<file path="src/obi_pkg.sv">
// ------------------------------
// obi bus package
// widths and field types of the request/response bus
// ------------------------------
package obi_pkg;

  localparam int unsigned ADDR_WIDTH = 32;
  localparam int unsigned DATA_WIDTH = 32;
  localparam int unsigned BE_WIDTH   = DATA_WIDTH / 8;

  typedef logic [ADDR_WIDTH-1:0] addr_t;
  typedef logic [DATA_WIDTH-1:0] data_t;
  typedef logic [BE_WIDTH-1:0]   be_t;

endpackage

</file>
<file path="src/mcu_pkg.sv">
// ------------------------------
// microcontroller package
// memory map, register offsets and sizing defaults
// ------------------------------
package mcu_pkg;

  // sizing defaults, overridable from the top level
  localparam int unsigned NUM_BANKS  = 2;
  localparam int unsigned BANK_WORDS = 1024;
  localparam int unsigned GPIO_WIDTH = 32;

  // memory map
  localparam obi_pkg::addr_t RAM_START      = 32'h0000_0000;
  localparam obi_pkg::addr_t SOC_CTRL_START = 32'h2000_0000;
  localparam obi_pkg::addr_t GPIO_START     = 32'h3000_0000;
  localparam obi_pkg::addr_t PERIPH_SIZE    = 32'h0000_0100;

  // low address bits that select a register inside a peripheral window
  localparam int unsigned OFFSET_WIDTH = $clog2(PERIPH_SIZE);

  // control block
  localparam logic [OFFSET_WIDTH-1:0] EXIT_VALID_OFFSET = 8'h00;
  localparam logic [OFFSET_WIDTH-1:0] EXIT_VALUE_OFFSET = 8'h04;
  localparam logic [OFFSET_WIDTH-1:0] SCRATCH_OFFSET    = 8'h08;

  // gpio
  localparam logic [OFFSET_WIDTH-1:0] GPIO_OUT_OFFSET         = 8'h00;
  localparam logic [OFFSET_WIDTH-1:0] GPIO_OE_OFFSET          = 8'h04;
  localparam logic [OFFSET_WIDTH-1:0] GPIO_IN_OFFSET          = 8'h08;
  localparam logic [OFFSET_WIDTH-1:0] GPIO_INTR_EN_OFFSET     = 8'h0C;
  localparam logic [OFFSET_WIDTH-1:0] GPIO_INTR_STATUS_OFFSET = 8'h10;

endpackage

</file>
<file path="src/obi_if.sv">
`timescale 1ns/1ns
// ------------------------------
// obi bus interface
// request/grant/rvalid bus between bus and targets
// ------------------------------
interface obi_if;

  // request side
  logic           req;
  logic           gnt;
  obi_pkg::addr_t addr;
  logic           we;
  obi_pkg::be_t   be;
  obi_pkg::data_t wdata;

  // response side
  logic           rvalid;
  obi_pkg::data_t rdata;

  modport manager (
    output req, addr, we, be, wdata,
    input  gnt, rvalid, rdata
  );

  modport subordinate (
    input  req, addr, we, be, wdata,
    output gnt, rvalid, rdata
  );

endinterface

</file>
<file path="src/system_bus.sv">
`timescale 1ns/1ns
// ------------------------------
// system bus
// decodes the external manager onto ram, control and gpio
// ------------------------------
module system_bus #(
  parameter int unsigned NUM_BANKS  = mcu_pkg::NUM_BANKS,
  parameter int unsigned BANK_WORDS = mcu_pkg::BANK_WORDS
) (
  input  logic           clk_i,
  input  logic           rst_n_i,
  input  logic           ext_req_i,
  input  logic           ext_we_i,
  input  obi_pkg::be_t   ext_be_i,
  input  obi_pkg::addr_t ext_addr_i,
  input  obi_pkg::data_t ext_wdata_i,
  output logic           ext_gnt_o,
  output logic           ext_rvalid_o,
  output obi_pkg::data_t ext_rdata_o,
  obi_if.manager         mem_bus,
  obi_if.manager         ctrl_bus,
  obi_if.manager         gpio_bus
);

  localparam obi_pkg::addr_t RAM_BYTES = obi_pkg::addr_t'(NUM_BANKS * BANK_WORDS * 4);

  typedef enum logic [1:0] {
    SEL_MEM,
    SEL_CTRL,
    SEL_GPIO,
    SEL_NONE
  } sel_e;

  logic ram_hit;
  logic ctrl_hit;
  logic gpio_hit;
  sel_e sel_d;
  sel_e sel_q;
  logic none_rvalid_q;

  // offset compare, so a window at address zero needs no lower bound
  assign ram_hit  = (ext_addr_i - mcu_pkg::RAM_START) < RAM_BYTES;
  assign ctrl_hit = (ext_addr_i - mcu_pkg::SOC_CTRL_START) < mcu_pkg::PERIPH_SIZE;
  assign gpio_hit = (ext_addr_i - mcu_pkg::GPIO_START) < mcu_pkg::PERIPH_SIZE;

  assign mem_bus.req    = ext_req_i & ram_hit;
  assign mem_bus.addr   = ext_addr_i;
  assign mem_bus.we     = ext_we_i;
  assign mem_bus.be     = ext_be_i;
  assign mem_bus.wdata  = ext_wdata_i;

  assign ctrl_bus.req   = ext_req_i & ctrl_hit;
  assign ctrl_bus.addr  = ext_addr_i;
  assign ctrl_bus.we    = ext_we_i;
  assign ctrl_bus.be    = ext_be_i;
  assign ctrl_bus.wdata = ext_wdata_i;

  assign gpio_bus.req   = ext_req_i & gpio_hit;
  assign gpio_bus.addr  = ext_addr_i;
  assign gpio_bus.we    = ext_we_i;
  assign gpio_bus.be    = ext_be_i;
  assign gpio_bus.wdata = ext_wdata_i;

  always_comb begin
    if (ram_hit) begin
      sel_d     = SEL_MEM;
      ext_gnt_o = mem_bus.gnt;
    end else if (ctrl_hit) begin
      sel_d     = SEL_CTRL;
      ext_gnt_o = ctrl_bus.gnt;
    end else if (gpio_hit) begin
      sel_d     = SEL_GPIO;
      ext_gnt_o = gpio_bus.gnt;
    end else begin
      // unmapped, the bus answers itself
      sel_d     = SEL_NONE;
      ext_gnt_o = ext_req_i;
    end
  end

  always_ff @(posedge clk_i or negedge rst_n_i) begin
    if (!rst_n_i) begin
      sel_q         <= SEL_NONE;
      none_rvalid_q <= 1'b0;
    end else begin
      none_rvalid_q <= ext_req_i && ext_gnt_o && (sel_d == SEL_NONE);
      if (ext_req_i && ext_gnt_o) begin
        sel_q <= sel_d;
      end
    end
  end

  // response routing follows the target granted last cycle
  always_comb begin
    case (sel_q)
      SEL_MEM: begin
        ext_rvalid_o = mem_bus.rvalid;
        ext_rdata_o  = mem_bus.rdata;
      end
      SEL_CTRL: begin
        ext_rvalid_o = ctrl_bus.rvalid;
        ext_rdata_o  = ctrl_bus.rdata;
      end
      SEL_GPIO: begin
        ext_rvalid_o = gpio_bus.rvalid;
        ext_rdata_o  = gpio_bus.rdata;
      end
      default: begin
        ext_rvalid_o = none_rvalid_q;
        ext_rdata_o  = '0;
      end
    endcase
  end

  a_single_rvalid: assert property (@(posedge clk_i) disable iff (!rst_n_i)
    $onehot0({mem_bus.rvalid, ctrl_bus.rvalid, gpio_bus.rvalid, none_rvalid_q}));

endmodule

</file>
<file path="src/flat_wrapper.sv">
// flat-port wrapper written by rule: the top's interface ports become plain ports
module system_bus_flat 
#(
  parameter int unsigned NUM_BANKS  = mcu_pkg::NUM_BANKS,
  parameter int unsigned BANK_WORDS = mcu_pkg::BANK_WORDS
)
  (clk_i, rst_n_i, ext_req_i, ext_we_i, ext_be_i, ext_addr_i, ext_wdata_i, ext_gnt_o, ext_rvalid_o, ext_rdata_o, mem_bus_req, mem_bus_addr, mem_bus_we, mem_bus_be, mem_bus_wdata, mem_bus_gnt, mem_bus_rvalid, mem_bus_rdata, ctrl_bus_req, ctrl_bus_addr, ctrl_bus_we, ctrl_bus_be, ctrl_bus_wdata, ctrl_bus_gnt, ctrl_bus_rvalid, ctrl_bus_rdata, gpio_bus_req, gpio_bus_addr, gpio_bus_we, gpio_bus_be, gpio_bus_wdata, gpio_bus_gnt, gpio_bus_rvalid, gpio_bus_rdata);
  obi_if mem_bus_i ();
  obi_if ctrl_bus_i ();
  obi_if gpio_bus_i ();
  input  logic clk_i;
  input  logic rst_n_i;
  input  logic ext_req_i;
  input  logic ext_we_i;
  input  obi_pkg::be_t ext_be_i;
  input  obi_pkg::addr_t ext_addr_i;
  input  obi_pkg::data_t ext_wdata_i;
  output logic ext_gnt_o;
  output logic ext_rvalid_o;
  output obi_pkg::data_t ext_rdata_o;
  output wire logic [$bits(mem_bus_i.req)-1:0] mem_bus_req;
  output wire logic [$bits(mem_bus_i.addr)-1:0] mem_bus_addr;
  output wire logic [$bits(mem_bus_i.we)-1:0] mem_bus_we;
  output wire logic [$bits(mem_bus_i.be)-1:0] mem_bus_be;
  output wire logic [$bits(mem_bus_i.wdata)-1:0] mem_bus_wdata;
  input wire logic [$bits(mem_bus_i.gnt)-1:0] mem_bus_gnt;
  input wire logic [$bits(mem_bus_i.rvalid)-1:0] mem_bus_rvalid;
  input wire logic [$bits(mem_bus_i.rdata)-1:0] mem_bus_rdata;
  output wire logic [$bits(ctrl_bus_i.req)-1:0] ctrl_bus_req;
  output wire logic [$bits(ctrl_bus_i.addr)-1:0] ctrl_bus_addr;
  output wire logic [$bits(ctrl_bus_i.we)-1:0] ctrl_bus_we;
  output wire logic [$bits(ctrl_bus_i.be)-1:0] ctrl_bus_be;
  output wire logic [$bits(ctrl_bus_i.wdata)-1:0] ctrl_bus_wdata;
  input wire logic [$bits(ctrl_bus_i.gnt)-1:0] ctrl_bus_gnt;
  input wire logic [$bits(ctrl_bus_i.rvalid)-1:0] ctrl_bus_rvalid;
  input wire logic [$bits(ctrl_bus_i.rdata)-1:0] ctrl_bus_rdata;
  output wire logic [$bits(gpio_bus_i.req)-1:0] gpio_bus_req;
  output wire logic [$bits(gpio_bus_i.addr)-1:0] gpio_bus_addr;
  output wire logic [$bits(gpio_bus_i.we)-1:0] gpio_bus_we;
  output wire logic [$bits(gpio_bus_i.be)-1:0] gpio_bus_be;
  output wire logic [$bits(gpio_bus_i.wdata)-1:0] gpio_bus_wdata;
  input wire logic [$bits(gpio_bus_i.gnt)-1:0] gpio_bus_gnt;
  input wire logic [$bits(gpio_bus_i.rvalid)-1:0] gpio_bus_rvalid;
  input wire logic [$bits(gpio_bus_i.rdata)-1:0] gpio_bus_rdata;
  assign mem_bus_req = mem_bus_i.req;
  assign mem_bus_addr = mem_bus_i.addr;
  assign mem_bus_we = mem_bus_i.we;
  assign mem_bus_be = mem_bus_i.be;
  assign mem_bus_wdata = mem_bus_i.wdata;
  assign mem_bus_i.gnt = mem_bus_gnt;
  assign mem_bus_i.rvalid = mem_bus_rvalid;
  assign mem_bus_i.rdata = mem_bus_rdata;
  assign ctrl_bus_req = ctrl_bus_i.req;
  assign ctrl_bus_addr = ctrl_bus_i.addr;
  assign ctrl_bus_we = ctrl_bus_i.we;
  assign ctrl_bus_be = ctrl_bus_i.be;
  assign ctrl_bus_wdata = ctrl_bus_i.wdata;
  assign ctrl_bus_i.gnt = ctrl_bus_gnt;
  assign ctrl_bus_i.rvalid = ctrl_bus_rvalid;
  assign ctrl_bus_i.rdata = ctrl_bus_rdata;
  assign gpio_bus_req = gpio_bus_i.req;
  assign gpio_bus_addr = gpio_bus_i.addr;
  assign gpio_bus_we = gpio_bus_i.we;
  assign gpio_bus_be = gpio_bus_i.be;
  assign gpio_bus_wdata = gpio_bus_i.wdata;
  assign gpio_bus_i.gnt = gpio_bus_gnt;
  assign gpio_bus_i.rvalid = gpio_bus_rvalid;
  assign gpio_bus_i.rdata = gpio_bus_rdata;
  system_bus #(.NUM_BANKS(NUM_BANKS), .BANK_WORDS(BANK_WORDS)) u_core (.clk_i(clk_i), .rst_n_i(rst_n_i), .ext_req_i(ext_req_i), .ext_we_i(ext_we_i), .ext_be_i(ext_be_i), .ext_addr_i(ext_addr_i), .ext_wdata_i(ext_wdata_i), .ext_gnt_o(ext_gnt_o), .ext_rvalid_o(ext_rvalid_o), .ext_rdata_o(ext_rdata_o), .mem_bus(mem_bus_i), .ctrl_bus(ctrl_bus_i), .gpio_bus(gpio_bus_i));
endmodule
</file>
<file path="config.mk">
export PLATFORM = sky130hd
export DESIGN_NAME = system_bus_flat
export DESIGN_NICKNAME = d
export VERILOG_FILES = /design/src/obi_pkg.sv /design/src/mcu_pkg.sv /design/src/obi_if.sv /design/src/system_bus.sv /design/src/flat_wrapper.sv
export SDC_FILE = /design/constraint.sdc
export NUM_CORES = 1
export LEC_CHECK = 0
export BUFFER_PORTS_ARGS = -buffer_cell sky130_fd_sc_hd__buf_4
export CORE_AREA = 5 5 161 163
export DETAILED_ROUTE_END_ITERATION = 7
export DIE_AREA = 0 0 166 168
export SLEW_MARGIN = 15
export SYNTH_ARGS = -nofsm -noshare
export SYNTH_HDL_FRONTEND = slang
export SYNTH_SLANG_ARGS = --single-unit
export TNS_END_PERCENT = 1
</file>
<file path="constraint.sdc">
create_clock -name clk_i -period 3.7 [get_ports clk_i]
set_input_delay 0.185 -clock clk_i [delete_from_list [all_inputs] [get_ports clk_i]]
set_output_delay 0.185 -clock clk_i [all_outputs]
set_load 0.05 [all_outputs]
</file>
Word level (Yosys, flattened, before mapping)
Index checks and enable logic that the tools add are counted.

$add $sub $neg: 2. Mux-type cells: 8. Bitwise gates (word level): 3. Reduce and logical (&&, ||, !) cells: 3. Eq/ne operators: 3. Magnitude comparators: 3.

Operator list (number): $pmux 32 s3 (1); $lt 32x9->1 const B (2); $sub 32x30->32 const B (2); $lt 32x14->1 const B (1); $eq 2x2->1 const B (2); $mux 1 (4); $mux 2 (2); $and 1x1->1 (3); $pmux 1 s3 (1); $eq 2x1->1 const B (1); $logic_and 1x1->1 (2); $logic_not 2->1 (1).

Output and inout bits: 244. Word-level logic and storage cells: 24. Input bits: 174. Bits in registers: 3.

Logic depth before layout (Yosys ltp)
Word-level depth: 7. Depth in mapped cells: 7. Gate-level depth less buffers: 7.

Worst setup path after synthesis
Ideal clock, no wire load.

Path kind: register -> output. Start: register u_core.sel_q[1]. End: output port ext_rdata_o[10]. Slack: 1.229 ns. Arrival: 2.286 ns. Required time: 3.515 ns. Stages on the path, launching flop included: 5. Buffers on the path: 2. Cells stage by stage: dfstp_2 > clkbuf_1 > buf_2 > mux2i_1 > o21ai_0.

Cells in the longest elaborated chain, start to end: 2. Elaborated cells on any way between the ends: 4. Those cells by class: eq/ne: 2; mux: 1; reduce/logical: 1.

RTL lines: start, declared (line system_bus.sv:38) `sel_e sel_q;`; start signal, assigned (line system_bus.sv:88) `sel_q <= sel_d;`; $eq 2x2->1 (tied with other cells) (line system_bus.sv:95) `case (sel_q)`; $pmux 32 s3 * (line system_bus.sv:95); end, declared (line flat_wrapper.sv:20) `output obi_pkg::data_t ext_rdata_o;`.

Every way passes the cells marked *; elsewhere a longest branch is shown, timed or not.

Worst setup path after layout
Start: register u_core.sel_q[1]. End: output port ext_rdata_o[31].

The elaborated chain is that of the path after synthesis.

==> flow_metrics.env <==
export IMPL_critPathMostFrequentCell="buf_4"
export IMPL_synth_nets=536
export IMPL_ys_warnings_count=0
export IMPL_grt_max_degree=35
export IMPL_drive_above_1_share_pct=66.7
export IMPL_start_kind="flop"
export IMPL_antenna_left=0
export IMPL_synth_largest_area_cell="buf_4"
export IMPL_relSlewSlack_pct=49.5
export IMPL_p_sw_share_pct=43.2
export IMPL_fin_tns_setup_ns=0
export IMPL_crit_chain="nor2b_2 -> buf_4 -> nand2_1 -> o21ai_0 -> buf_4"
export IMPL_cts_buffer_depth=2
export IMPL_final_cell_mix="buf_4, nand2_1, o21ai_0"
export IMPL_final_setup_viol_count=0
export IMPL_cts_tree="done"
export IMPL_slew_viol_final=0
export IMPL_finish_utilization_pct=13.8
export IMPL_wl_um=10200
export IMPL_grt_use_total_pct=6.64
export IMPL_avgRoutedWirePerCell_um=14.4
export IMPL_p_comb_share_pct=65.0
export IMPL_tightest_slew_ns=0.754
export IMPL_num_antenna_cells=0
export IMPL_slowest_delay_ns=0.67
export IMPL_io_buffers=237
export IMPL_firstDrtPassIters=4
export IMPL_holdWs_ns=0.340
export IMPL_crit_slowest_cell="nor2b_2"
export IMPL_syn_area_per_cell_sq_um=7.30
export IMPL_drc_errors=0
export IMPL_fin_worst_skew_ns=0
export IMPL_chipHeight_um=168
export IMPL_clkPwrFrac_pct=29.1
export IMPL_gr_usage_met2_pct=10.6
export IMPL_p_seq_share_pct=5.9
export IMPL_areaGrowthSynthToFinish_pct=26.6
export IMPL_dp_hpwl_um=8900
export IMPL_finalHoldViolCount=0
export IMPL_p_int_mw=0.333
export IMPL_h_tree_depth=1
export IMPL_peakVddDrop_v=0.000105
export IMPL_rsz0062_at_grt="no"
export IMPL_hold_path_class="in -> async"
export IMPL_endpoint_kind="primary output"
export IMPL_core_area_sq_mm=0.0242
export IMPL_cts_resized=0
export IMPL_cts_root_buf="clkbuf_16"
export IMPL_path_buf_inv=2
export IMPL_use_met1_pct=7.01
export IMPL_p_per_area_mw_per_mm2=176
export IMPL_dr_first_iter_drc_count=53
export IMPL_cts_made_buffers=3
export IMPL_cts_hold_buf=1
export IMPL_grt_pass1_wl_um=14700
export IMPL_place_congestion=0.932
export IMPL_ys_seq_elements=3
export IMPL_nNetsFinal=564
export IMPL_synth_cells=360
export IMPL_synth_seq_area_share_pct=2.95
export IMPL_grt_use_met3_pct=4.36
export IMPL_synth_cell_types=32
export IMPL_final_common_cell="buf_4"
export IMPL_crit_arrival_ns=2.20
export IMPL_synthTopCellsByArea="buf_4, mux2i_1, o21ai_0, nand2_1, dfstp_2"
export IMPL_critPathKind="reg -> out"
export IMPL_antenna_found_initial=0
export IMPL_dieWidth_um=166
export IMPL_grt_pass1_vias=2472
export IMPL_grt_busiest_layer="met2"
export IMPL_finalCritPeriodShare_pct=64.5
export IMPL_dr_total_vias=2243
export IMPL_fin_crit_ns=2.39
export IMPL_rows=57
export IMPL_ioPinCount=418
export IMPL_vias_per_cell=3.15
export IMPL_cts_reportedPaths_clkPinSlew_ns=0.03
export IMPL_netlist_area_leader_share_pct=59.1
export IMPL_post_cts_setup_buffer_count=0
export IMPL_p_sw_mw=0.253
export IMPL_cp_top_family="simple AND/OR/NAND/NOR gates"
export IMPL_worstPathMaxFanout=19
export IMPL_status="finished, final reports clean"
export IMPL_design_die_area_sq_mm=0.0279
export IMPL_initial_utilization_pct=10.9
export IMPL_fmax_mhz=419
export IMPL_power_total_mw=0.586
export IMPL_crit_required_ns=3.51
export IMPL_clkSinkCount=3
export IMPL_overflow=0
export IMPL_drv_cap=0
export IMPL_p_leak_nw=1.77
export IMPL_syn_area_sq_mm=0.00263
export IMPL_clock_latency_ns=0.22
cell usage after synthesis:
cell and instances:
buf_4 207, nand2_1 34, o21ai_0 33, mux2i_1 32, clkbuf_1 8, a21oi_1 4, buf_2 3, nor2_1 3
nor4_1 3, and3_2 2, dfstp_2 2, ha_1 2, inv_1 2, mux2_4 2, nand2b_1 2, nand3b_1 2
nor2b_1 2, nor3_1 2, or4_4 2, a31oi_4 1, and2_1 1, and2b_4 1, and3_1 1, dfrtp_1 1
mux4_2 1, nand4_1 1, nor3_2 1, o22ai_1 1, o22ai_4 1, o31ai_2 1, xnor2_1 1, xor2_1 1
power by group through the flow:
stage               registers, mW  logic (mW)  clock network, mW
floorplan                  0.0341       0.638                  0
global placement           0.0349       0.382                  0
detailed placement         0.0349       0.382                  0
CTS                        0.0346       0.384              0.174
global route               0.0346       0.398              0.176
finish                     0.0345       0.380              0.171
path summary, 6_finish.rpt:
check                                            start                              to  slack, ns  depth (start not counted)
hold reg to reg            u_core.sel_q[1]$_DFFE_PN1P_     u_core.sel_q[1]$_DFFE_PN1P_       0.87                          1
min in group clk_i                     ext_wdata_i[10]              gpio_bus_wdata[10]       0.37                          0
setup / recovery           u_core.sel_q[1]$_DFFE_PN1P_                 ext_rdata_o[31]       1.31                          5
hold / removal                                 rst_n_i  u_core.none_rvalid_q$_DFF_PN0_       0.34                          2
max in group asynchronous                      rst_n_i     u_core.sel_q[0]$_DFFE_PN1P_       3.17                          2
setup reg to reg           u_core.sel_q[1]$_DFFE_PN1P_     u_core.sel_q[1]$_DFFE_PN1P_       2.53                          1
layer usage:
layer	up-vias	wire length, um
met5	-	0
met4	0	258
met3	18	1620
met2	256	4620
met1	946	3750
li1	1023	-
area by class of cell:
type | count | area [sq um]
fillers | 2753 | 20800
repair buffers | 241 | 1810
multi-input cells | 137 | 947
well taps | 324 | 405
clock buffers | 4 | 78.8
flip-flops and latches | 3 | 77.6
inverters | 2 | 7.51
state kept, by name (all words and copies together) (netlist names):
| signal | count |
|---|---|
| u_core.sel_q | 2 |
| u_core.none_rvalid_q | 1 |
through the flow:
step / cell area, sq um / std cells / worst slack (ns)
final: 3330 / 711 / 1.31
after floorplan: 2630 / 360 / 1.23
after global routing: 3330 / 711 / 1.10
after global placement: 3240 / 706 / 1.46
after detailed placement: 3240 / 706 / 1.43
after CTS: 3330 / 711 / 1.19
logic make-up (layout without fill, tap and decap cells):
logic type | count (synthesis) | after routing | share of synthesized area, %
flip-flops | 3 | 3 | 2.95
AND/OR/NAND/NOR | 57 | 57 | 10.8
multiplexers | 35 | 35 | 14.2
buffers and inverters | 220 | 247 | 61.1
AO/OA/AOI/OAI | 41 | 41 | 9.33
XOR/XNOR | 2 | 2 | 0.666
adder cells (fa/ha/maj) | 2 | 2 | 0.952
(Power assumes the default switching activity.)
