--- config.mk ---
export PLATFORM = sky130hd
export DESIGN_NAME = gpio_flat
export DESIGN_NICKNAME = d
export VERILOG_FILES = /design/src/obi_pkg.sv /design/src/mcu_pkg.sv /design/src/obi_if.sv /design/src/gpio.sv /design/src/flat_wrapper.sv
export SDC_FILE = /design/constraint.sdc
export NUM_CORES = 1
export LEC_CHECK = 0
export ABC_AREA = 1
export BUFFER_PORTS_ARGS = -buffer_cell sky130_fd_sc_hd__buf_2
export CAP_MARGIN = 10
export CORE_ASPECT_RATIO = 0.8
export CORE_MARGIN = 2
export CORE_UTILIZATION = 57
export CTS_BUF_LIST = sky130_fd_sc_hd__clkbuf_2
export CTS_CLUSTER_DIAMETER = 40
export DETAILED_ROUTE_END_ITERATION = 7
export GPL_TIMING_DRIVEN = 0
export PLACE_DENSITY = 0.82
export SETUP_SLACK_MARGIN = 0.4
export SYNTH_ARGS = -nofsm -noshare
export SYNTH_HDL_FRONTEND = slang
export SYNTH_SLANG_ARGS = --single-unit
--- constraint.sdc ---
create_clock -name clk_i -period 1.2 [get_ports clk_i]
set_input_delay 0.24 -clock clk_i [delete_from_list [all_inputs] [get_ports clk_i]]
set_output_delay 0.24 -clock clk_i [all_outputs]
set_load 0.005 [all_outputs]
--- src/obi_pkg.sv ---
// ------------------------------
// obi bus package
// widths and field types of the request/response bus
// ------------------------------
package obi_pkg;

  localparam int unsigned ADDR_WIDTH = 32;
  localparam int unsigned DATA_WIDTH = 32;
  localparam int unsigned BE_WIDTH   = DATA_WIDTH / 8;

  typedef logic [ADDR_WIDTH-1:0] addr_t;
  typedef logic [DATA_WIDTH-1:0] data_t;
  typedef logic [BE_WIDTH-1:0]   be_t;

endpackage

--- src/mcu_pkg.sv ---
// ------------------------------
// microcontroller package
// memory map, register offsets and sizing defaults
// ------------------------------
package mcu_pkg;

  // sizing defaults, overridable from the top level
  localparam int unsigned NUM_BANKS  = 2;
  localparam int unsigned BANK_WORDS = 1024;
  localparam int unsigned GPIO_WIDTH = 32;

  // memory map
  localparam obi_pkg::addr_t RAM_START      = 32'h0000_0000;
  localparam obi_pkg::addr_t SOC_CTRL_START = 32'h2000_0000;
  localparam obi_pkg::addr_t GPIO_START     = 32'h3000_0000;
  localparam obi_pkg::addr_t PERIPH_SIZE    = 32'h0000_0100;

  // low address bits that select a register inside a peripheral window
  localparam int unsigned OFFSET_WIDTH = $clog2(PERIPH_SIZE);

  // control block
  localparam logic [OFFSET_WIDTH-1:0] EXIT_VALID_OFFSET = 8'h00;
  localparam logic [OFFSET_WIDTH-1:0] EXIT_VALUE_OFFSET = 8'h04;
  localparam logic [OFFSET_WIDTH-1:0] SCRATCH_OFFSET    = 8'h08;

  // gpio
  localparam logic [OFFSET_WIDTH-1:0] GPIO_OUT_OFFSET         = 8'h00;
  localparam logic [OFFSET_WIDTH-1:0] GPIO_OE_OFFSET          = 8'h04;
  localparam logic [OFFSET_WIDTH-1:0] GPIO_IN_OFFSET          = 8'h08;
  localparam logic [OFFSET_WIDTH-1:0] GPIO_INTR_EN_OFFSET     = 8'h0C;
  localparam logic [OFFSET_WIDTH-1:0] GPIO_INTR_STATUS_OFFSET = 8'h10;

endpackage

--- src/obi_if.sv ---
`timescale 1ns/1ns
// ------------------------------
// obi bus interface
// request/grant/rvalid bus between bus and targets
// ------------------------------
interface obi_if;

  // request side
  logic           req;
  logic           gnt;
  obi_pkg::addr_t addr;
  logic           we;
  obi_pkg::be_t   be;
  obi_pkg::data_t wdata;

  // response side
  logic           rvalid;
  obi_pkg::data_t rdata;

  modport manager (
    output req, addr, we, be, wdata,
    input  gnt, rvalid, rdata
  );

  modport subordinate (
    input  req, addr, we, be, wdata,
    output gnt, rvalid, rdata
  );

endinterface

--- src/gpio.sv ---
`timescale 1ns/1ns
// ------------------------------
// gpio
// pin registers, input sync and rising-edge interrupts
// ------------------------------
module gpio #(
  parameter int unsigned GPIO_WIDTH = mcu_pkg::GPIO_WIDTH
) (
  input  logic                  clk_i,
  input  logic                  rst_n_i,
  obi_if.subordinate            bus,
  input  logic [GPIO_WIDTH-1:0] gpio_i,
  output logic [GPIO_WIDTH-1:0] gpio_o,
  output logic [GPIO_WIDTH-1:0] gpio_oe_o,
  output logic                  gpio_intr_o
);

  logic [mcu_pkg::OFFSET_WIDTH-1:0] offset;
  logic                             wr;
  logic [GPIO_WIDTH-1:0]            wdata;
  logic [GPIO_WIDTH-1:0]            out_q;
  logic [GPIO_WIDTH-1:0]            oe_q;
  logic [GPIO_WIDTH-1:0]            intr_en_q;
  logic [GPIO_WIDTH-1:0]            status_q;
  logic [GPIO_WIDTH-1:0]            in_meta_q;
  logic [GPIO_WIDTH-1:0]            in_sync_q;
  logic [GPIO_WIDTH-1:0]            in_prev_q;
  logic [GPIO_WIDTH-1:0]            rise;
  logic [GPIO_WIDTH-1:0]            clr;
  obi_pkg::data_t                   rdata_d;
  obi_pkg::data_t                   rdata_q;
  logic                             rvalid_q;

  assign offset  = bus.addr[mcu_pkg::OFFSET_WIDTH-1:0];
  assign wr      = bus.req && bus.we && (bus.be != '0);
  assign wdata   = bus.wdata[GPIO_WIDTH-1:0];
  assign bus.gnt = bus.req;

  assign rise = in_sync_q & ~in_prev_q & intr_en_q;
  // write one to clear but a new edge in the same cycle wins
  assign clr  = (wr && offset == mcu_pkg::GPIO_INTR_STATUS_OFFSET) ? wdata : '0;

  always_comb begin
    case (offset)
      mcu_pkg::GPIO_OUT_OFFSET:         rdata_d = obi_pkg::data_t'(out_q);
      mcu_pkg::GPIO_OE_OFFSET:          rdata_d = obi_pkg::data_t'(oe_q);
      mcu_pkg::GPIO_IN_OFFSET:          rdata_d = obi_pkg::data_t'(in_sync_q);
      mcu_pkg::GPIO_INTR_EN_OFFSET:     rdata_d = obi_pkg::data_t'(intr_en_q);
      mcu_pkg::GPIO_INTR_STATUS_OFFSET: rdata_d = obi_pkg::data_t'(status_q);
      default:                          rdata_d = '0;
    endcase
  end

  always_ff @(posedge clk_i or negedge rst_n_i) begin
    if (!rst_n_i) begin
      out_q     <= '0;
      oe_q      <= '0;
      intr_en_q <= '0;
      status_q  <= '0;
      in_meta_q <= '0;
      in_sync_q <= '0;
      in_prev_q <= '0;
      rvalid_q  <= 1'b0;
      rdata_q   <= '0;
    end else begin
      if (wr && offset == mcu_pkg::GPIO_OUT_OFFSET) begin
        out_q <= wdata;
      end
      if (wr && offset == mcu_pkg::GPIO_OE_OFFSET) begin
        oe_q <= wdata;
      end
      if (wr && offset == mcu_pkg::GPIO_INTR_EN_OFFSET) begin
        intr_en_q <= wdata;
      end
      // two-flop sync plus a third stage for edge detect
      in_meta_q <= gpio_i;
      in_sync_q <= in_meta_q;
      in_prev_q <= in_sync_q;
      status_q  <= (status_q & ~clr) | rise;
      rvalid_q  <= bus.req;
      rdata_q   <= (bus.req && !bus.we) ? rdata_d : '0;
    end
  end

  assign bus.rvalid  = rvalid_q;
  assign bus.rdata   = rdata_q;
  assign gpio_o      = out_q;
  assign gpio_oe_o   = oe_q;
  assign gpio_intr_o = |(status_q & intr_en_q);

endmodule

--- src/flat_wrapper.sv ---
// flat-port wrapper written by rule: the top's interface ports become plain ports
module gpio_flat 
#(
  parameter int unsigned GPIO_WIDTH = mcu_pkg::GPIO_WIDTH
)
  (clk_i, rst_n_i, gpio_i, gpio_o, gpio_oe_o, gpio_intr_o, bus_req, bus_addr, bus_we, bus_be, bus_wdata, bus_gnt, bus_rvalid, bus_rdata);
  obi_if bus_i ();
  input  logic clk_i;
  input  logic rst_n_i;
  input  logic [GPIO_WIDTH-1:0] gpio_i;
  output logic [GPIO_WIDTH-1:0] gpio_o;
  output logic [GPIO_WIDTH-1:0] gpio_oe_o;
  output logic gpio_intr_o;
  input wire logic [$bits(bus_i.req)-1:0] bus_req;
  input wire logic [$bits(bus_i.addr)-1:0] bus_addr;
  input wire logic [$bits(bus_i.we)-1:0] bus_we;
  input wire logic [$bits(bus_i.be)-1:0] bus_be;
  input wire logic [$bits(bus_i.wdata)-1:0] bus_wdata;
  output wire logic [$bits(bus_i.gnt)-1:0] bus_gnt;
  output wire logic [$bits(bus_i.rvalid)-1:0] bus_rvalid;
  output wire logic [$bits(bus_i.rdata)-1:0] bus_rdata;
  assign bus_i.req = bus_req;
  assign bus_i.addr = bus_addr;
  assign bus_i.we = bus_we;
  assign bus_i.be = bus_be;
  assign bus_i.wdata = bus_wdata;
  assign bus_gnt = bus_i.gnt;
  assign bus_rvalid = bus_i.rvalid;
  assign bus_rdata = bus_i.rdata;
  gpio #(.GPIO_WIDTH(GPIO_WIDTH)) u_core (.clk_i(clk_i), .rst_n_i(rst_n_i), .bus(bus_i), .gpio_i(gpio_i), .gpio_o(gpio_o), .gpio_oe_o(gpio_oe_o), .gpio_intr_o(gpio_intr_o));
endmodule
==> Word-level counts from Yosys, hierarchy flattened <==
Cells that the tools add are included.
{ "totals": {"in_bits": 104, "elab_cells": 34, "reg_bits": 257, "out_inout_bits": 99} }
{ "op_classes": {"eq_ne": 4, "bitwise": 7, "muxes": 3, "reduce_logical": 11} }
{ "op_table": {"columns": ["op", "count"], "rows": [
  ["$pmux 32 s5", 1],
  ["$and 32x32->32", 4],
  ["$mux 32", 2],
  ["$not 32->32", 2],
  ["$or 32x32->32", 1],
  ["$reduce_or 32->1", 1],
  ["$eq 8x4->1 const B", 2],
  ["$eq 8x3->1 const B", 1],
  ["$eq 8x5->1 const B", 1],
  ["$logic_not 8->1", 1],
  ["$logic_and 1x1->1", 7],
  ["$reduce_bool 4->1", 1],
  ["$logic_not 1->1", 1]
]} }

==> Longest topological paths before layout <==
{ "depth": {"depth_word": 7, "depth_mapped": 9, "mapped_depth_nobuf": 9} }

==> Worst setup path after synthesis <==
OpenSTA, ideal clock, no wires.
{ "synth_path": {"path_kind": "input port to flip-flop", "from": "input bus_addr[5]", "to": "register u_core.status_q[23]", "path_slack_ps": -34, "required_time_ps": 1077, "n_path_buf": 1, "t_arrival_ps": 1111, "cell_stages": 9, "setup_time_ps": 123, "cell_sequence": "inv_1 nand2_1 nor2_2 nand2_2 inv_4 nand2_4 buf_6 o21ai_0 nand2_1"} }
{ "synth_via": {"elab_chain_cells": 6} }
{ "synth_lines": {"columns": ["element", "line_no", "rtl"], "rows": [
  ["start, declared", "flat_wrapper.sv:15", "input wire logic [$bits(bus_i.addr)-1:0] bus_addr;"],
  ["$eq 8x5->1", "gpio.sv:41", "assign clr = (wr && offset == mcu_pkg::GPIO_INTR_STATUS_OFFSET) ? wdata : '0;"],
  ["$logic_and 1x1->1", "gpio.sv:41", null],
  ["$mux 32", "gpio.sv:41", null],
  ["$not 32->32", "gpio.sv:79", "status_q <= (status_q & ~clr) | rise;"],
  ["$and 32x32->32", "gpio.sv:79", null],
  ["$or 32x32->32", "gpio.sv:79", null],
  ["end signal, assigned", "gpio.sv:79", null],
  ["end, declared", "gpio.sv:24", "logic [GPIO_WIDTH-1:0] status_q;"]
]} }
No other way between the ends.
A chain may end at the register's enable or synchronous reset.

==> Worst setup path after layout <==
{ "layout_path": {"from": "register u_core.intr_en_q[22]", "to": "output gpio_intr_o"} }
{ "layout_via": {"elab_chain_cells": 2} }
{ "layout_lines": {"columns": ["element", "line_no", "rtl"], "rows": [
  ["start, declared", "gpio.sv:23", "logic [GPIO_WIDTH-1:0] intr_en_q;"],
  ["start signal, assigned", "gpio.sv:73", "intr_en_q <= wdata;"],
  ["$and 32x32->32", "gpio.sv:89", "assign gpio_intr_o = |(status_q & intr_en_q);"],
  ["$reduce_or 32->1", "gpio.sv:89", null],
  ["end, declared", "flat_wrapper.sv:13", "output logic gpio_intr_o;"]
]} }
No other way between the ends.

==> flow_results.xml <==
<?xml version="1.0" encoding="UTF-8"?>
<metrics>
  <group name="run_status">
    <metric name="status" unit="">complete, but fails checks</metric>
    <metric name="violations" unit="">hold timing, setup timing</metric>
  </group>
  <group name="synth">
    <metric name="synthesis.area" unit="sq um">10300</metric>
    <metric name="post_synth_xor_area_fraction" unit="%">0</metric>
    <metric name="synth_mux_area_share" unit="%">0</metric>
    <metric name="post-synth-top-area-cell" unit="">sky130_fd_sc_hd__dfrtp_1</metric>
    <metric name="async_s_r_ff_share_synth" unit="%">100</metric>
    <metric name="synth.lib_cells_used.distinct" unit="">25</metric>
    <metric name="synth-compound-area-share" unit="%">10.1</metric>
    <metric name="yosys_warnings" unit="">0</metric>
    <metric name="synth-simple-area-share" unit="%">20.4</metric>
    <metric name="syn_nets" unit="">1150</metric>
    <metric name="number_of_standard_cells_after_synthesis" unit="">1046</metric>
    <metric name="yosysSeqAreaShare" unit="%">62.7</metric>
    <metric name="synth_seq_cells" unit="">257</metric>
    <metric name="synth.avg_cell_area" unit="sq um">9.81</metric>
    <metric name="combinational_family_with_the_most_area_after_synthesis" unit="">simple AND/OR/NAND/NOR gates</metric>
    <metric name="synthFlopType" unit="">sky130_fd_sc_hd__dfrtp_1</metric>
    <metric name="synth.top_cells.by_area" unit="">sky130_fd_sc_hd__dfrtp_1 (63%), sky130_fd_sc_hd__nand2_1 (8.4%), sky130_fd_sc_hd__nand3_1 (5.9%), sky130_fd_sc_hd__o21ai_2 (3.6%), sky130_fd_sc_hd__nor2_1 (3.4%)</metric>
    <metric name="edff_count_synth" unit="">0</metric>
    <metric name="yosysMostFrequentCell" unit="">sky130_fd_sc_hd__dfrtp_1</metric>
    <metric name="post_synth_fa_ha_maj_area_fraction" unit="%">0</metric>
    <metric name="netlist.area_leader.share" unit="%">62.7</metric>
    <metric name="synth.cells.most_frequent" unit="">sky130_fd_sc_hd__dfrtp_1 (257), sky130_fd_sc_hd__nand2_1 (230), sky130_fd_sc_hd__nand3_1 (120), sky130_fd_sc_hd__nor2_1 (93), sky130_fd_sc_hd__inv_1 (92)</metric>
  </group>
  <group name="timing">
    <metric name="rsz_0062_raised_after_global_routing" unit="">yes</metric>
    <metric name="fin_crit_sh" unit="%">201</metric>
    <metric name="fmaxAchievable" unit="GHz">0.414</metric>
    <metric name="hold-worst-slack" unit="ns">-0.697</metric>
    <metric name="fin_tns_setup" unit="ns">-41.75</metric>
    <metric name="setup_ws" unit="ns">-1.21</metric>
    <metric name="worst_clock_skew" unit="ns">0.0491</metric>
    <metric name="maxSlewHeadroom" unit="%">58.0</metric>
    <metric name="timing.final.setup_violations" unit="">98</metric>
    <metric name="hold_viol" unit="">262</metric>
    <metric name="post-route-min-period" unit="ns">2.41</metric>
    <metric name="final-max-slew-violation-count" unit="">0</metric>
    <metric name="worst_margin_slew" unit="ns">0.630</metric>
  </group>
  <group name="critical_path">
    <metric name="setup.worst_path.class" unit="">register to primary output</metric>
    <metric name="type_of_element_launching_the_critical_path" unit="">register</metric>
    <metric name="reg2regPathDepth" unit="">6</metric>
    <metric name="arrival" unit="ns">2.17</metric>
    <metric name="critPathRequiredTime" unit="ns">0.96</metric>
    <metric name="crit_path_max_fanout" unit="">3</metric>
    <metric name="endpoint_kind" unit="">primary output</metric>
  </group>
  <group name="clocking">
    <metric name="ctsRootBufferMaster" unit="">sky130_fd_sc_hd__clkbuf_2</metric>
    <metric name="clock_tree.htree_level_count" unit="">2</metric>
    <metric name="tritoncts" unit="">done</metric>
    <metric name="clock-sinks" unit="">257</metric>
    <metric name="clkLatencyLatePin" unit="ns">0.86</metric>
    <metric name="cts.clk_slew.worst_paths" unit="ns">0.13</metric>
    <metric name="buffer_levels_on_the_longest_clock_path" unit="">3</metric>
    <metric name="numCtsBuffers" unit="">57</metric>
  </group>
  <group name="drt">
    <metric name="wl_per_cell" unit="um">21.2</metric>
    <metric name="vias" unit="">10200</metric>
    <metric name="remaining_drc_errors" unit="">0</metric>
    <metric name="firstDrtPassIters" unit="">6</metric>
    <metric name="finalWirelength" unit="um">37200</metric>
    <metric name="vias_per_cell" unit="">5.81</metric>
    <metric name="drt-initial-drc-count" unit="">1162</metric>
    <metric name="ant_nets" unit="">0</metric>
  </group>
  <group name="floorplan">
    <metric name="fp.coreArea" unit="sq um">17500</metric>
    <metric name="design.portCount" unit="">203</metric>
    <metric name="initial_utilization" unit="%">58.7</metric>
    <metric name="chipHeight" unit="um">124</metric>
    <metric name="total_die_area" unit="sq um">19100</metric>
    <metric name="die_w" unit="um">154</metric>
    <metric name="core.rowCount" unit="">43</metric>
  </group>
  <group name="global_route">
    <metric name="grt_antenna_before_repair" unit="">0</metric>
    <metric name="maximum_number_of_pins_on_one_net_before_global_route_repair" unit="">125</metric>
    <metric name="groute.usage.overall" unit="%">35.4</metric>
    <metric name="grt_first_pass_wirelength" unit="um">51500</metric>
    <metric name="first_global_vias" unit="">9761</metric>
    <metric name="leftover_overflow_at_the_end_of_global_routing" unit="">0</metric>
  </group>
  <group name="final_layout">
    <metric name="n_diodes" unit="">0</metric>
    <metric name="multi_input_area" unit="sq um">3690</metric>
    <metric name="finish.cell_count_without_fillers" unit="">1755</metric>
    <metric name="area_added_between_synthesis_and_finish" unit="%">43.6</metric>
    <metric name="filler_cell_count" unit="">870</metric>
    <metric name="register_area" unit="sq um">6430</metric>
    <metric name="post_route_cells_drive_above_1_share" unit="%">42.9</metric>
    <metric name="net_count_final" unit="">1599</metric>
    <metric name="finalCoreUtilization" unit="%">84.3</metric>
  </group>
  <group name="place">
    <metric name="dp_hpwl" unit="um">19200</metric>
    <metric name="routabilityCongestion" unit="">0.882</metric>
    <metric name="dp.cells" unit="">1451</metric>
    <metric name="worst_slack_placed" unit="ns">-0.531</metric>
    <metric name="count_of_input_and_output_buffers" unit="">178</metric>
  </group>
  <group name="hold_path">
    <metric name="timing.hold.worst.class" unit="">input port to async pin</metric>
  </group>
  <group name="pwr">
    <metric name="powerDensity" unit="nW/um^2">1110</metric>
    <metric name="vdd_drop_max" unit="uV">962</metric>
    <metric name="switchingPower" unit="mW">4.73</metric>
    <metric name="overall_power_after_layout" unit="mW">16.3</metric>
    <metric name="portion_of_total_power_attributed_to_the_clock_network" unit="%">33.5</metric>
    <metric name="power.sequential.fraction" unit="%">56.2</metric>
    <metric name="cellLeakagePower" unit="nW">7.30</metric>
    <metric name="fraction_of_power_spent_switching_nets" unit="%">29.0</metric>
    <metric name="power_report.internal_total" unit="mW">11.6</metric>
    <metric name="power_frac_comb" unit="%">10.3</metric>
  </group>
  <group name="flow_run">
    <metric name="maxCapViolCount" unit="">0</metric>
  </group>
</metrics>
through the flow:
step | hold slack (ns) | instance area, sq um
2_1_floorplan | -0.0556 | 10300
3_3_place_gp | 0.333 | 11500
3_5_place_dp | 0.188 | 11600
4_1_cts | -0.742 | 13700
5_1_grt | -0.697 | 14700
6_report | -0.697 | 14700
flip-flops by register name, indices dropped and copies added, names as in the netlist:
signal	flops
u_core.bus.rdata	32
u_core.bus.rvalid	1
u_core.gpio_o	32
u_core.gpio_oe_o	32
u_core.in_meta_q	32
u_core.in_prev_q	32
u_core.in_sync_q	32
u_core.intr_en_q	32
u_core.status_q	32
metal layers:
layer	share of wire [%]	track usage, %	vias up
met1	36	46.8	4860
li1	-	-	4277
met4	6.1	17.3	0
met3	12	8.70	212
met2	46	56.0	843
met5	0	0	-
power by group through the flow:
stage / combinational (mW) / clock, mW / sequential, mW
2_1_floorplan: 0.376 / 0 / 9.27
3_3_place_gp: 0.917 / 0 / 9.32
3_5_place_dp: 0.965 / 0 / 9.33
4_1_cts: 1.38 / 5.22 / 9.13
5_1_grt: 1.79 / 5.81 / 9.19
6_report: 1.68 / 5.47 / 9.17
layout by cell type, fill, tap and decap left out, drive strengths merged, types with 6 or more instances in the layout:
| master | instances |
|---|---|
| nand3 | 120 |
| clkinv | 10 |
| a22o | 11 |
| nand3b | 14 |
| o21ai | 148 |
| inv | 97 |
| dfrtp | 257 |
| nand2 | 246 |
| a21oi | 6 |
| clkbuf | 89 |
| dlygate4sd3 | 86 |
| buf | 344 |
| nor2 | 99 |
path summary, 6_finish.rpt:
path / start / to / slack, ns
hold / removal: rst_n_i / u_core.in_sync_q[1] / -0.70
max in group asynchronous: rst_n_i / u_core.bus.rdata[26] / 0.93
min in group clk_i: bus_we / u_core.bus.rdata[5] / -0.20
hold reg to reg: u_core.in_meta_q[8] / u_core.in_sync_q[8] / 0.35
setup reg to reg: u_core.gpio_oe_o[19] / u_core.bus.rdata[19] / 0.02
setup / recovery: u_core.intr_en_q[22] / gpio_intr_o / -1.21
worst max-delay path, stage by stage, from the launching register on:
cell	delay [ns]
sky130_fd_sc_hd__dfrtp_1	0.46
sky130_fd_sc_hd__a22o_1	0.24
sky130_fd_sc_hd__nor2_1	0.14
sky130_fd_sc_hd__nand2_1	0.08
sky130_fd_sc_hd__nor2_1	0.12
sky130_fd_sc_hd__nand2_1	0.12
sky130_fd_sc_hd__buf_2	0.15
logic make-up (layout without fill, tap and decap cells):
family,Yosys count,in the layout
simple gates,480,481
flops,257,257
compound gates,165,165
buf+inv,144,627
area by class of cell:
cell class / instances / share of cell area [%]
inverters: 97 / 2.61
plain buffers: 47 / 2.55
well taps: 225 / 1.91
clock inverters: 10 / 0.289
clock buffers: 84 / 2.85
multi-input cells: 646 / 25.0
flip-flops and latches: 257 / 43.6
repair buffers: 389 / 21.1
what timing repair did:
action / CTS / global route
gates cloned: 0 / 1
setup endpoints to repair: 144 / 258
gates resized for setup: 83 / 214
pin swaps: 34 / 63
setup buffers: 68 / 53
hold buffers: 87 / 1
hold endpoints to repair: 428 / 262
Note: power is estimated with default switching activity, not from simulation.
